File: src/logic/lc4_isa_pkg.sv
package lc4_isa_pkg;

  // Raw instruction word as fetched from instruction memory
  typedef logic [15:0] insn_t;

  // Bits 15:12 of every instruction
  typedef logic [3:0] opcode_t;

  // Supported opcodes, anything else decodes to a NOP
  localparam opcode_t OP_BR    = 4'b0000; // NZP mask in 11:9, imm9 offset from PC+1
  localparam opcode_t OP_ARITH = 4'b0001; // ADD/SUB by register, ADD imm5
  localparam opcode_t OP_LOGIC = 4'b0101; // AND by register only
  localparam opcode_t OP_LDR   = 4'b0110; // Rd <= mem[Rs + imm6]
  localparam opcode_t OP_STR   = 4'b0111; // mem[Rs + imm6] <= Rt
  localparam opcode_t OP_CONST = 4'b1001; // Rd <= sext(imm9)

  // Arith sub-op field, bits 5:3
  localparam logic [2:0] SUB_ADD = 3'b000;
  localparam logic [2:0] SUB_SUB = 3'b010;

  // Immediate field widths, all fields start at bit 0
  localparam int IMM9_W = 9;
  localparam int IMM6_W = 6;
  localparam int IMM5_W = 5; // Also the position of the arith immediate flag

  // BR with empty mask, never taken and writes nothing
  localparam insn_t NOP_INSN = 16'h0000;

  // ALU function picked in decode
  typedef logic [2:0] alu_op_t;

  localparam alu_op_t ALU_ADD   = 3'd0; // A + B, also address calc for LDR/STR
  localparam alu_op_t ALU_SUB   = 3'd1;
  localparam alu_op_t ALU_AND   = 3'd2;
  localparam alu_op_t ALU_PASSB = 3'd3; // CONST
  localparam alu_op_t ALU_ADDPC = 3'd4; // PC + 1 + B, branch target

endpackage

File: src/logic/lc4_pipe_pkg.sv
package lc4_pipe_pkg;

  // Datapath value or address
  typedef logic [15:0] word_t;

  // R0 to R7
  typedef logic [2:0] reg_idx_t;

  // Condition flags, N in bit 2, Z in bit 1, P in bit 0
  typedef logic [2:0] nzp_t;

  // Flags a register write would set for value v
  function automatic nzp_t nzp_of(input word_t v);
    logic is_zero;
    is_zero = (v == '0);
    return {v[15], is_zero, !v[15] && !is_zero};
  endfunction

endpackage

File: src/logic/lc4_fetch.sv
module lc4_fetch #(
  parameter lc4_pipe_pkg::word_t P_RESET_PC = 16'h8200
) (
  input  logic                gwe,
  input  logic                i_rst_n,
  input  logic                i_redirect,  // Taken branch from execute
  input  lc4_pipe_pkg::word_t i_target,
  input  lc4_isa_pkg::insn_t  i_imem_data,
  output lc4_pipe_pkg::word_t o_imem_addr,
  output lc4_pipe_pkg::word_t o_d_pc,
  output lc4_isa_pkg::insn_t  o_d_insn
);
  import lc4_isa_pkg::*;
  import lc4_pipe_pkg::*;

  word_t pc_q;
  word_t next_pc;

  // Redirect wins over sequential fetch
  assign next_pc     = i_redirect ? i_target : pc_q + 16'd1;
  assign o_imem_addr = pc_q;

  always_ff @(posedge gwe or negedge i_rst_n) begin
    if (!i_rst_n) begin
      pc_q     <= P_RESET_PC;
      o_d_insn <= NOP_INSN;
    end else begin
      pc_q <= next_pc;
      // Word fetched under a taken branch is wrong path and gets squashed
      o_d_insn <= i_redirect ? NOP_INSN : i_imem_data;
    end
  end

  // PC of the word now in decode
  always_ff @(posedge gwe) begin
    o_d_pc <= pc_q;
  end

endmodule

File: src/logic/lc4_regfile.sv
module lc4_regfile (
  input  logic                   gwe,
  input  logic                   i_rst_n,
  input  lc4_pipe_pkg::reg_idx_t i_rs_sel,
  input  lc4_pipe_pkg::reg_idx_t i_rt_sel,
  input  logic                   i_we,
  input  lc4_pipe_pkg::reg_idx_t i_wsel,
  input  lc4_pipe_pkg::word_t    i_wdata,
  output lc4_pipe_pkg::word_t    o_rs_data,
  output lc4_pipe_pkg::word_t    o_rt_data
);
  import lc4_pipe_pkg::*;

  word_t regs [8]; // R0..R7

  always_ff @(posedge gwe or negedge i_rst_n) begin
    if (!i_rst_n) begin
      for (int i = 0; i < 8; i++) begin
        regs[i] <= '0;
      end
    end else if (i_we) begin
      regs[i_wsel] <= i_wdata; // Visible to readers next cycle
    end
  end

  // Async read, same-cycle write is covered by the decode bypass
  assign o_rs_data = regs[i_rs_sel];
  assign o_rt_data = regs[i_rt_sel];

endmodule

File: src/logic/lc4_decode.sv
module lc4_decode (
  input  logic                   gwe,
  input  logic                   i_rst_n,
  input  lc4_pipe_pkg::word_t    i_pc,
  input  lc4_isa_pkg::insn_t     i_insn,
  input  logic                   i_squash,    // Taken branch in execute
  input  logic                   i_w_we,      // Writeback bus
  input  lc4_pipe_pkg::reg_idx_t i_w_sel,
  input  lc4_pipe_pkg::word_t    i_w_data,
  output lc4_pipe_pkg::word_t    o_x_pc,
  output lc4_isa_pkg::insn_t     o_x_insn,
  output lc4_isa_pkg::alu_op_t   o_x_alu_op,
  output lc4_pipe_pkg::reg_idx_t o_x_rs_sel,
  output lc4_pipe_pkg::reg_idx_t o_x_rt_sel,
  output lc4_pipe_pkg::word_t    o_x_rs_data,
  output lc4_pipe_pkg::word_t    o_x_rt_data,
  output lc4_pipe_pkg::reg_idx_t o_x_wsel,
  output logic                   o_x_we,
  output logic                   o_x_nzp_we,
  output logic                   o_x_is_load,
  output logic                   o_x_is_store,
  output logic                   o_x_is_branch
);
  import lc4_isa_pkg::*;
  import lc4_pipe_pkg::*;

  opcode_t  opcode;
  alu_op_t  alu_op;
  reg_idx_t rs_sel;
  reg_idx_t rt_sel;
  reg_idx_t wsel;
  logic     we;
  logic     is_load;
  logic     is_store;
  logic     is_branch;
  word_t    rf_rs;
  word_t    rf_rt;
  word_t    rs_data;
  word_t    rt_data;

  assign opcode = i_insn[15:12];
  assign rs_sel = i_insn[8:6];  // Source A, or base for LDR/STR
  assign wsel   = i_insn[11:9];
  // STR carries its data register where others have Rd
  assign rt_sel = (opcode == OP_STR) ? i_insn[11:9] : i_insn[2:0];

  always_comb begin
    alu_op    = ALU_ADD;
    we        = 1'b0;
    is_load   = 1'b0;
    is_store  = 1'b0;
    is_branch = 1'b0;
    case (opcode)
      OP_BR: begin
        alu_op    = ALU_ADDPC; // Target computed in execute
        is_branch = 1'b1;
      end
      OP_ARITH: begin
        if (i_insn[IMM5_W]) begin
          we = 1'b1;           // ADD imm5
        end else if (i_insn[5:3] == SUB_ADD) begin
          we = 1'b1;
        end else if (i_insn[5:3] == SUB_SUB) begin
          alu_op = ALU_SUB;
          we     = 1'b1;
        end
      end
      OP_LOGIC: begin
        if (i_insn[5:3] == 3'b000) begin // AND is the only logic op kept
          alu_op = ALU_AND;
          we     = 1'b1;
        end
      end
      OP_LDR: begin
        we      = 1'b1;
        is_load = 1'b1;
      end
      OP_STR:   is_store = 1'b1;
      OP_CONST: begin
        alu_op = ALU_PASSB;
        we     = 1'b1;
      end
      default: ; // Unsupported word, behaves as NOP
    endcase
  end

  lc4_regfile u_regfile (
    .gwe       (gwe),
    .i_rst_n   (i_rst_n),
    .i_rs_sel  (rs_sel),
    .i_rt_sel  (rt_sel),
    .i_we      (i_w_we),
    .i_wsel    (i_w_sel),
    .i_wdata   (i_w_data),
    .o_rs_data (rf_rs),
    .o_rt_data (rf_rt)
  );

  // Regfile updates at the edge, so take the writeback value directly
  assign rs_data = (i_w_we && i_w_sel == rs_sel) ? i_w_data : rf_rs;
  assign rt_data = (i_w_we && i_w_sel == rt_sel) ? i_w_data : rf_rt;

  always_ff @(posedge gwe or negedge i_rst_n) begin
    if (!i_rst_n) begin
      o_x_insn      <= NOP_INSN;
      o_x_alu_op    <= ALU_ADD;
      o_x_we        <= 1'b0;
      o_x_nzp_we    <= 1'b0;
      o_x_is_load   <= 1'b0;
      o_x_is_store  <= 1'b0;
      o_x_is_branch <= 1'b0;
    end else begin
      o_x_insn      <= i_squash ? NOP_INSN : i_insn;
      o_x_alu_op    <= alu_op;
      o_x_we        <= we && !i_squash;
      o_x_nzp_we    <= we && !i_squash; // Every register write sets flags
      o_x_is_load   <= is_load && !i_squash;
      o_x_is_store  <= is_store && !i_squash;
      o_x_is_branch <= is_branch && !i_squash;
    end
  end

  always_ff @(posedge gwe) begin
    o_x_pc      <= i_pc;
    o_x_rs_sel  <= rs_sel;
    o_x_rt_sel  <= rt_sel;
    o_x_rs_data <= rs_data;
    o_x_rt_data <= rt_data;
    o_x_wsel    <= wsel;
  end

endmodule

File: src/logic/lc4_execute.sv
module lc4_execute (
  input  logic                   gwe,
  input  logic                   i_rst_n,
  input  lc4_pipe_pkg::word_t    i_pc,
  input  lc4_isa_pkg::insn_t     i_insn,
  input  lc4_isa_pkg::alu_op_t   i_alu_op,
  input  lc4_pipe_pkg::reg_idx_t i_rs_sel,
  input  lc4_pipe_pkg::reg_idx_t i_rt_sel,
  input  lc4_pipe_pkg::word_t    i_rs_data,
  input  lc4_pipe_pkg::word_t    i_rt_data,
  input  lc4_pipe_pkg::reg_idx_t i_wsel,
  input  logic                   i_we,
  input  logic                   i_nzp_we,
  input  logic                   i_is_load,
  input  logic                   i_is_store,
  input  logic                   i_is_branch,
  input  logic                   i_m_we,      // Memory stage, first bypass source
  input  lc4_pipe_pkg::reg_idx_t i_m_sel,
  input  lc4_pipe_pkg::word_t    i_m_result,
  input  logic                   i_m_nzp_we,
  input  lc4_pipe_pkg::nzp_t     i_m_nzp,
  input  logic                   i_w_we,      // Writeback stage, second source
  input  lc4_pipe_pkg::reg_idx_t i_w_sel,
  input  lc4_pipe_pkg::word_t    i_w_data,
  input  logic                   i_w_nzp_we,
  input  lc4_pipe_pkg::nzp_t     i_w_nzp,
  input  lc4_pipe_pkg::nzp_t     i_nzp,       // Committed flags
  output logic                   o_redirect,
  output lc4_pipe_pkg::word_t    o_target,
  output lc4_pipe_pkg::word_t    o_m_result,
  output lc4_pipe_pkg::word_t    o_m_wdata,
  output lc4_pipe_pkg::reg_idx_t o_m_wsel,
  output logic                   o_m_we,
  output logic                   o_m_nzp_we,
  output lc4_pipe_pkg::nzp_t     o_m_nzp,
  output logic                   o_m_is_load,
  output logic                   o_m_is_store
);
  import lc4_isa_pkg::*;
  import lc4_pipe_pkg::*;

  word_t rs_val;
  word_t rt_val;
  word_t imm9;
  word_t imm6;
  word_t imm5;
  word_t op_b;
  word_t alu_out;
  nzp_t  cur_nzp;

  // Newest producer wins: memory, then writeback, then decode's read
  assign rs_val = (i_m_we && i_m_sel == i_rs_sel) ? i_m_result :
                  (i_w_we && i_w_sel == i_rs_sel) ? i_w_data : i_rs_data;
  assign rt_val = (i_m_we && i_m_sel == i_rt_sel) ? i_m_result :
                  (i_w_we && i_w_sel == i_rt_sel) ? i_w_data : i_rt_data;

  // Sign-extended immediates
  assign imm9 = {{($bits(word_t) - IMM9_W){i_insn[IMM9_W-1]}}, i_insn[IMM9_W-1:0]};
  assign imm6 = {{($bits(word_t) - IMM6_W){i_insn[IMM6_W-1]}}, i_insn[IMM6_W-1:0]};
  assign imm5 = {{($bits(word_t) - IMM5_W){i_insn[IMM5_W-1]}}, i_insn[IMM5_W-1:0]};

  always_comb begin
    if (i_is_load || i_is_store) begin
      op_b = imm6;                                   // Base + offset
    end else if (i_alu_op == ALU_PASSB || i_alu_op == ALU_ADDPC) begin
      op_b = imm9;                                   // CONST or BR offset
    end else if (i_alu_op == ALU_ADD && i_insn[IMM5_W]) begin
      op_b = imm5;
    end else begin
      op_b = rt_val;
    end
  end

  always_comb begin
    case (i_alu_op)
      ALU_ADD:   alu_out = rs_val + op_b;
      ALU_SUB:   alu_out = rs_val - op_b;
      ALU_AND:   alu_out = rs_val & op_b;
      ALU_PASSB: alu_out = op_b;
      ALU_ADDPC: alu_out = i_pc + 16'd1 + op_b;
      default:   alu_out = op_b;
    endcase
  end

  // Flags seen by a branch, youngest writer first
  assign cur_nzp = i_m_nzp_we ? i_m_nzp :
                   i_w_nzp_we ? i_w_nzp : i_nzp;

  // Taken branch also squashes decode and fetch
  assign o_redirect = i_is_branch && |(i_insn[11:9] & cur_nzp);
  assign o_target   = alu_out;

  always_ff @(posedge gwe or negedge i_rst_n) begin
    if (!i_rst_n) begin
      o_m_we       <= 1'b0;
      o_m_nzp_we   <= 1'b0;
      o_m_is_load  <= 1'b0;
      o_m_is_store <= 1'b0;
    end else begin
      o_m_we       <= i_we;
      o_m_nzp_we   <= i_nzp_we;
      o_m_is_load  <= i_is_load;
      o_m_is_store <= i_is_store;
    end
  end

  always_ff @(posedge gwe) begin
    o_m_result <= alu_out;         // Address for LDR/STR
    o_m_wdata  <= rt_val;          // Store data
    o_m_wsel   <= i_wsel;
    o_m_nzp    <= nzp_of(alu_out); // Wrong for loads, fixed in writeback
  end

endmodule

File: src/logic/lc4_memory.sv
module lc4_memory (
  input  logic                   gwe,
  input  logic                   i_rst_n,
  input  lc4_pipe_pkg::word_t    i_m_result,
  input  lc4_pipe_pkg::word_t    i_m_wdata,
  input  lc4_pipe_pkg::reg_idx_t i_m_wsel,
  input  logic                   i_m_we,
  input  logic                   i_m_nzp_we,
  input  lc4_pipe_pkg::nzp_t     i_m_nzp,
  input  logic                   i_m_is_load,
  input  logic                   i_m_is_store,
  input  lc4_pipe_pkg::word_t    i_dmem_rdata,
  output lc4_pipe_pkg::word_t    o_dmem_addr,
  output logic                   o_dmem_we,
  output lc4_pipe_pkg::word_t    o_dmem_wdata,
  output logic                   o_w_we,
  output lc4_pipe_pkg::reg_idx_t o_w_sel,
  output lc4_pipe_pkg::word_t    o_w_data,
  output logic                   o_w_nzp_we,
  output lc4_pipe_pkg::nzp_t     o_w_nzp,
  output lc4_pipe_pkg::nzp_t     o_nzp
);
  import lc4_pipe_pkg::*;

  logic  w_is_load;
  word_t w_alu;
  word_t w_rdata;
  nzp_t  w_nzp;
  nzp_t  nzp_q;

  // Data memory answers in the same cycle
  assign o_dmem_addr  = i_m_result;
  assign o_dmem_we    = i_m_is_store;
  assign o_dmem_wdata = i_m_wdata;

  always_ff @(posedge gwe or negedge i_rst_n) begin
    if (!i_rst_n) begin
      o_w_we     <= 1'b0;
      o_w_nzp_we <= 1'b0;
      w_is_load  <= 1'b0;
    end else begin
      o_w_we     <= i_m_we;
      o_w_nzp_we <= i_m_nzp_we;
      w_is_load  <= i_m_is_load;
    end
  end

  always_ff @(posedge gwe) begin
    o_w_sel <= i_m_wsel;
    w_alu   <= i_m_result;
    w_rdata <= i_dmem_rdata;
    w_nzp   <= i_m_nzp;
  end

  // Loads take the memory word and flags derived from it
  assign o_w_data = w_is_load ? w_rdata : w_alu;
  assign o_w_nzp  = w_is_load ? nzp_of(w_rdata) : w_nzp;

  // Committed flags, written alongside the register file
  always_ff @(posedge gwe or negedge i_rst_n) begin
    if (!i_rst_n) begin
      nzp_q <= '0;
    end else if (o_w_nzp_we) begin
      nzp_q <= o_w_nzp;
    end
  end

  assign o_nzp = nzp_q;

endmodule

File: src/logic/lc4_core.sv
module lc4_core #(
  parameter lc4_pipe_pkg::word_t P_RESET_PC = 16'h8200
) (
  input  logic                gwe,
  input  logic                i_rst_n,
  output lc4_pipe_pkg::word_t o_imem_addr,
  input  lc4_isa_pkg::insn_t  i_imem_data,
  output lc4_pipe_pkg::word_t o_dmem_addr,
  output logic                o_dmem_we,
  output lc4_pipe_pkg::word_t o_dmem_wdata,
  input  lc4_pipe_pkg::word_t i_dmem_rdata
);
  import lc4_isa_pkg::*;
  import lc4_pipe_pkg::*;

  logic     redirect;   // Also the decode squash
  word_t    target;
  word_t    d_pc;
  insn_t    d_insn;
  word_t    x_pc;
  insn_t    x_insn;
  alu_op_t  x_alu_op;
  reg_idx_t x_rs_sel;
  reg_idx_t x_rt_sel;
  word_t    x_rs_data;
  word_t    x_rt_data;
  reg_idx_t x_wsel;
  logic     x_we;
  logic     x_nzp_we;
  logic     x_is_load;
  logic     x_is_store;
  logic     x_is_branch;
  word_t    m_result;
  word_t    m_wdata;
  reg_idx_t m_wsel;
  logic     m_we;
  logic     m_nzp_we;
  nzp_t     m_nzp;
  logic     m_is_load;
  logic     m_is_store;
  logic     w_we;       // Writeback bus into regfile and bypasses
  reg_idx_t w_sel;
  word_t    w_data;
  logic     w_nzp_we;
  nzp_t     w_nzp;
  nzp_t     nzp;        // Committed flags

  lc4_fetch #(.P_RESET_PC(P_RESET_PC)) u_fetch (
    .gwe         (gwe),
    .i_rst_n     (i_rst_n),
    .i_redirect  (redirect),
    .i_target    (target),
    .i_imem_data (i_imem_data),
    .o_imem_addr (o_imem_addr),
    .o_d_pc      (d_pc),
    .o_d_insn    (d_insn)
  );

  lc4_decode u_decode (
    .gwe           (gwe),
    .i_rst_n       (i_rst_n),
    .i_pc          (d_pc),
    .i_insn        (d_insn),
    .i_squash      (redirect),
    .i_w_we        (w_we),
    .i_w_sel       (w_sel),
    .i_w_data      (w_data),
    .o_x_pc        (x_pc),
    .o_x_insn      (x_insn),
    .o_x_alu_op    (x_alu_op),
    .o_x_rs_sel    (x_rs_sel),
    .o_x_rt_sel    (x_rt_sel),
    .o_x_rs_data   (x_rs_data),
    .o_x_rt_data   (x_rt_data),
    .o_x_wsel      (x_wsel),
    .o_x_we        (x_we),
    .o_x_nzp_we    (x_nzp_we),
    .o_x_is_load   (x_is_load),
    .o_x_is_store  (x_is_store),
    .o_x_is_branch (x_is_branch)
  );

  lc4_execute u_execute (
    .gwe          (gwe),
    .i_rst_n      (i_rst_n),
    .i_pc         (x_pc),
    .i_insn       (x_insn),
    .i_alu_op     (x_alu_op),
    .i_rs_sel     (x_rs_sel),
    .i_rt_sel     (x_rt_sel),
    .i_rs_data    (x_rs_data),
    .i_rt_data    (x_rt_data),
    .i_wsel       (x_wsel),
    .i_we         (x_we),
    .i_nzp_we     (x_nzp_we),
    .i_is_load    (x_is_load),
    .i_is_store   (x_is_store),
    .i_is_branch  (x_is_branch),
    .i_m_we       (m_we),
    .i_m_sel      (m_wsel),
    .i_m_result   (m_result),
    .i_m_nzp_we   (m_nzp_we),
    .i_m_nzp      (m_nzp),
    .i_w_we       (w_we),
    .i_w_sel      (w_sel),
    .i_w_data     (w_data),
    .i_w_nzp_we   (w_nzp_we),
    .i_w_nzp      (w_nzp),
    .i_nzp        (nzp),
    .o_redirect   (redirect),
    .o_target     (target),
    .o_m_result   (m_result),
    .o_m_wdata    (m_wdata),
    .o_m_wsel     (m_wsel),
    .o_m_we       (m_we),
    .o_m_nzp_we   (m_nzp_we),
    .o_m_nzp      (m_nzp),
    .o_m_is_load  (m_is_load),
    .o_m_is_store (m_is_store)
  );

  lc4_memory u_memory (
    .gwe          (gwe),
    .i_rst_n      (i_rst_n),
    .i_m_result   (m_result),
    .i_m_wdata    (m_wdata),
    .i_m_wsel     (m_wsel),
    .i_m_we       (m_we),
    .i_m_nzp_we   (m_nzp_we),
    .i_m_nzp      (m_nzp),
    .i_m_is_load  (m_is_load),
    .i_m_is_store (m_is_store),
    .i_dmem_rdata (i_dmem_rdata),
    .o_dmem_addr  (o_dmem_addr),
    .o_dmem_we    (o_dmem_we),
    .o_dmem_wdata (o_dmem_wdata),
    .o_w_we       (w_we),
    .o_w_sel      (w_sel),
    .o_w_data     (w_data),
    .o_w_nzp_we   (w_nzp_we),
    .o_w_nzp      (w_nzp),
    .o_nzp        (nzp)
  );

endmodule

File: config.mk
export PLATFORM = sky130hd
export DESIGN_NAME = lc4_core
export DESIGN_NICKNAME = d
export VERILOG_FILES = /design/src/logic/lc4_isa_pkg.sv /design/src/logic/lc4_pipe_pkg.sv /design/src/logic/lc4_fetch.sv /design/src/logic/lc4_regfile.sv /design/src/logic/lc4_decode.sv /design/src/logic/lc4_execute.sv /design/src/logic/lc4_memory.sv /design/src/logic/lc4_core.sv
export SDC_FILE = /design/constraint.sdc
export NUM_CORES = 1
export LEC_CHECK = 0
export BUFFER_PORTS_ARGS = -buffer_cell sky130_fd_sc_hd__buf_2
export CORE_ASPECT_RATIO = 1.5
export CORE_MARGIN = 10
export CORE_UTILIZATION = 50
export DETAILED_ROUTE_END_ITERATION = 7
export GPL_ROUTABILITY_DRIVEN = 0
export PLACE_DENSITY = 0.65
export SLEW_MARGIN = 0
export SYNTH_ARGS = -nofsm -noshare
export SYNTH_HDL_FRONTEND = slang
export SYNTH_HIERARCHICAL = 1
export SYNTH_SLANG_ARGS = --single-unit
File: constraint.sdc
create_clock -name gwe -period 10.8 [get_ports gwe]
set_clock_uncertainty 0.15 [all_clocks]
set_input_delay 2.16 -clock gwe [delete_from_list [all_inputs] [get_ports gwe]]
set_output_delay 2.16 -clock gwe [all_outputs]
set_load 0.03 [all_outputs]
==> results.cfg <==
[finish]
antenna-diode-count = 0
fin_nets = 1459
finish.utilization_pct = 55.41
layout_common_cells = mux2_2 (204), dfrtp_1 (186), dfxtp_1 (148)
multi_input_area_um2 = 8448
synthToLayoutAreaGrowth_pct = 9.613
drive_gt1_share_pct = 30.08
mostFrequentLayoutCell = mux2_2
regArea_um2 = 7696
fillCellCount = 2820
fin_cells = 1836

[pwr]
leakagePower_nw = 8.502
ir_worst_vdd_mv = 0.1355
finalPower_mw = 5.499
powerDensity_nw_per_um2 = 297.7

[timing]
final.min_clock_period_ps = 7428
hold_viol = 0
post-route-period-util_pct = 68.78
fmax_ghz = 0.1346
setup_viol = 0
rsz0062_at_grt = no
slew-limit-headroom_pct = 26.40
fin_setup_tns_ps = 0
tightest_slew_ps = 1092
worst_slack_ps = 3372
drv_slew = 0

[drt]
wl_per_cell_um = 24.84
drt_iter0_drc = 570
vias_per_cell = 6.075
ant_nets = 0
num_vias = 11153
detail_route.first_pass.iterations = 5
drcViolationCount = 0
routed_wirelength_um = 45600

[setup_path]
cpMostUsedCell = o21ai_0
crit_type = flip-flop to flip-flop
cp_slowest_cell = nand4bb_1
worstPathCellList = xnor2_1 > nand4bb_1 > a221oi_1 > o31a_1 > inv_1 > or4_1 > o21ai_0 > xnor2_1 > ha_1 > o21ai_0 > a21oi_1 > o21ai_0 > o21ai_0 > a2111oi_0 > a211o_1 > o211ai_1 > or4b_2 > nor4_2 > nor2b_1
crit_path_end_kind = flip-flop
cpPeakStageDelay_ps = 870
start_kind = flip-flop
crit_required_ps = 11120
critPathMaxFanout = 17
worstPathArrival_ps = 7750

[clocking]
numCtsBuffers = 34
h-tree-depth = 2
cts_setup_buffers = 0
hold_buffers = 0
clk_path_buf_depth = 3
cts_resized = 0
path_clk_slew_ps = 70
numClockSinks = 337
cts-root-buf = clkbuf_16
cts_tree = yes
clk_latency_ps = 540

[job]
maxCapViolCount = 0

[placed_design]
dp_cells = 1774
hpwl_um = 32020
place_ws_ps = 3507
port_buffers = 82

[die]
die_area_um2 = 41610
core_area_um2 = 33340
pin_count = 83
start_util_pct = 50.55
die_w_um = 169.9
num_rows = 82
die_h_um = 244.9

[grt]
grt_usage_pct = 21.78
antenna_found_initial = 0
grt_pass1_wl_um = 69280
grt_start_max_net_pins = 78
grt_pass1_vias = 11545
grt-ovfl-total = 0

[status]
status = finished clean

[synthesis]
synth_nets = 1425
synth_warnings = 6
synth_cells = 1356
avgSynthCellArea_um2 = 12.43
syn-cell-area_um2 = 16850

[worst_hold_path]
hold_class = flip-flop to flip-flop
## where the power goes
part	internal, mW	switching (mW)
clock network	0.707	0.497
logic	0.993	1.23
registers	1.73	0.341
total	3.43	2.07
## worst paths after layout
kind | end | cells past startpoint | slack (ps) | startpoint
max in group asynchronous | u_decode/u_regfile/regs[100] | 3 | 6990 | i_rst_n
setup / recovery | u_execute/o_m_nzp[1] | 19 | 3370 | u_memory/o_w_sel[2]
hold / removal | u_decode/o_x_pc[5] | 0 | 170 | u_fetch/o_d_pc[5]
setup reg to reg | u_execute/o_m_nzp[1] | 19 | 3370 | u_memory/o_w_sel[2]
min in group asynchronous | u_fetch/o_imem_addr[14] | 1 | 1420 | i_rst_n
hold reg to reg | u_decode/o_x_pc[5] | 0 | 170 | u_fetch/o_d_pc[5]
## sequential cells by signal (all words and copies together), names as in the netlist, 12 cells and up
| signal | count |
|---|---|
| u_memory/w_rdata | 16 |
| u_execute/o_m_result | 15 |
| u_decode/o_x_rt_data | 16 |
| u_fetch/o_imem_addr | 16 |
| u_memory/w_alu | 16 |
| u_decode/o_x_rs_data | 16 |
| u_decode/u_regfile/regs | 128 |
| u_decode/o_x_pc | 16 |
| u_fetch/o_d_pc | 16 |
| u_execute/o_m_wdata | 16 |
| u_decode/o_x_insn | 12 |
| u_fetch/o_d_insn | 16 |
## critical path, delay by kind of cell, from the launching register on
family	cells	cell delay, ps
compound gates	10	2770
simple gates	5	2680
xor+xnor	2	800
flops	1	530
fa+ha+maj	1	290
buf+inv	1	110
## final cells by class
class | instances | area share [%]
Multi-Input combinational cell | 889 | 45.73
Sequential cell | 337 | 41.66
Clock buffer | 48 | 5.269
Timing Repair Buffer | 100 | 3.000
Tap cell | 420 | 2.844
Clock inverter | 14 | 0.9346
Inverter | 28 | 0.5689
## through the flow
step | instance area [µm²] | hold slack [ps]
6_report | 18480 | 174.5
2_1_floorplan | 16850 | 159.6
4_1_cts | 18480 | 177.4
3_3_place_gp | 17330 | 160.0
3_5_place_dp | 17330 | 163.2
5_1_grt | 18480 | 181.8
## metal layers
layer	part of all wire (%)	wire, µm	GRT usage [%]
met1	37	16940	23.82
met2	51	23380	38.38
met3	4.6	2098	3.342
met4	7.0	3177	14.13
met5	0	0	0
No activity file was read; power rests on OpenSTA's default activity.
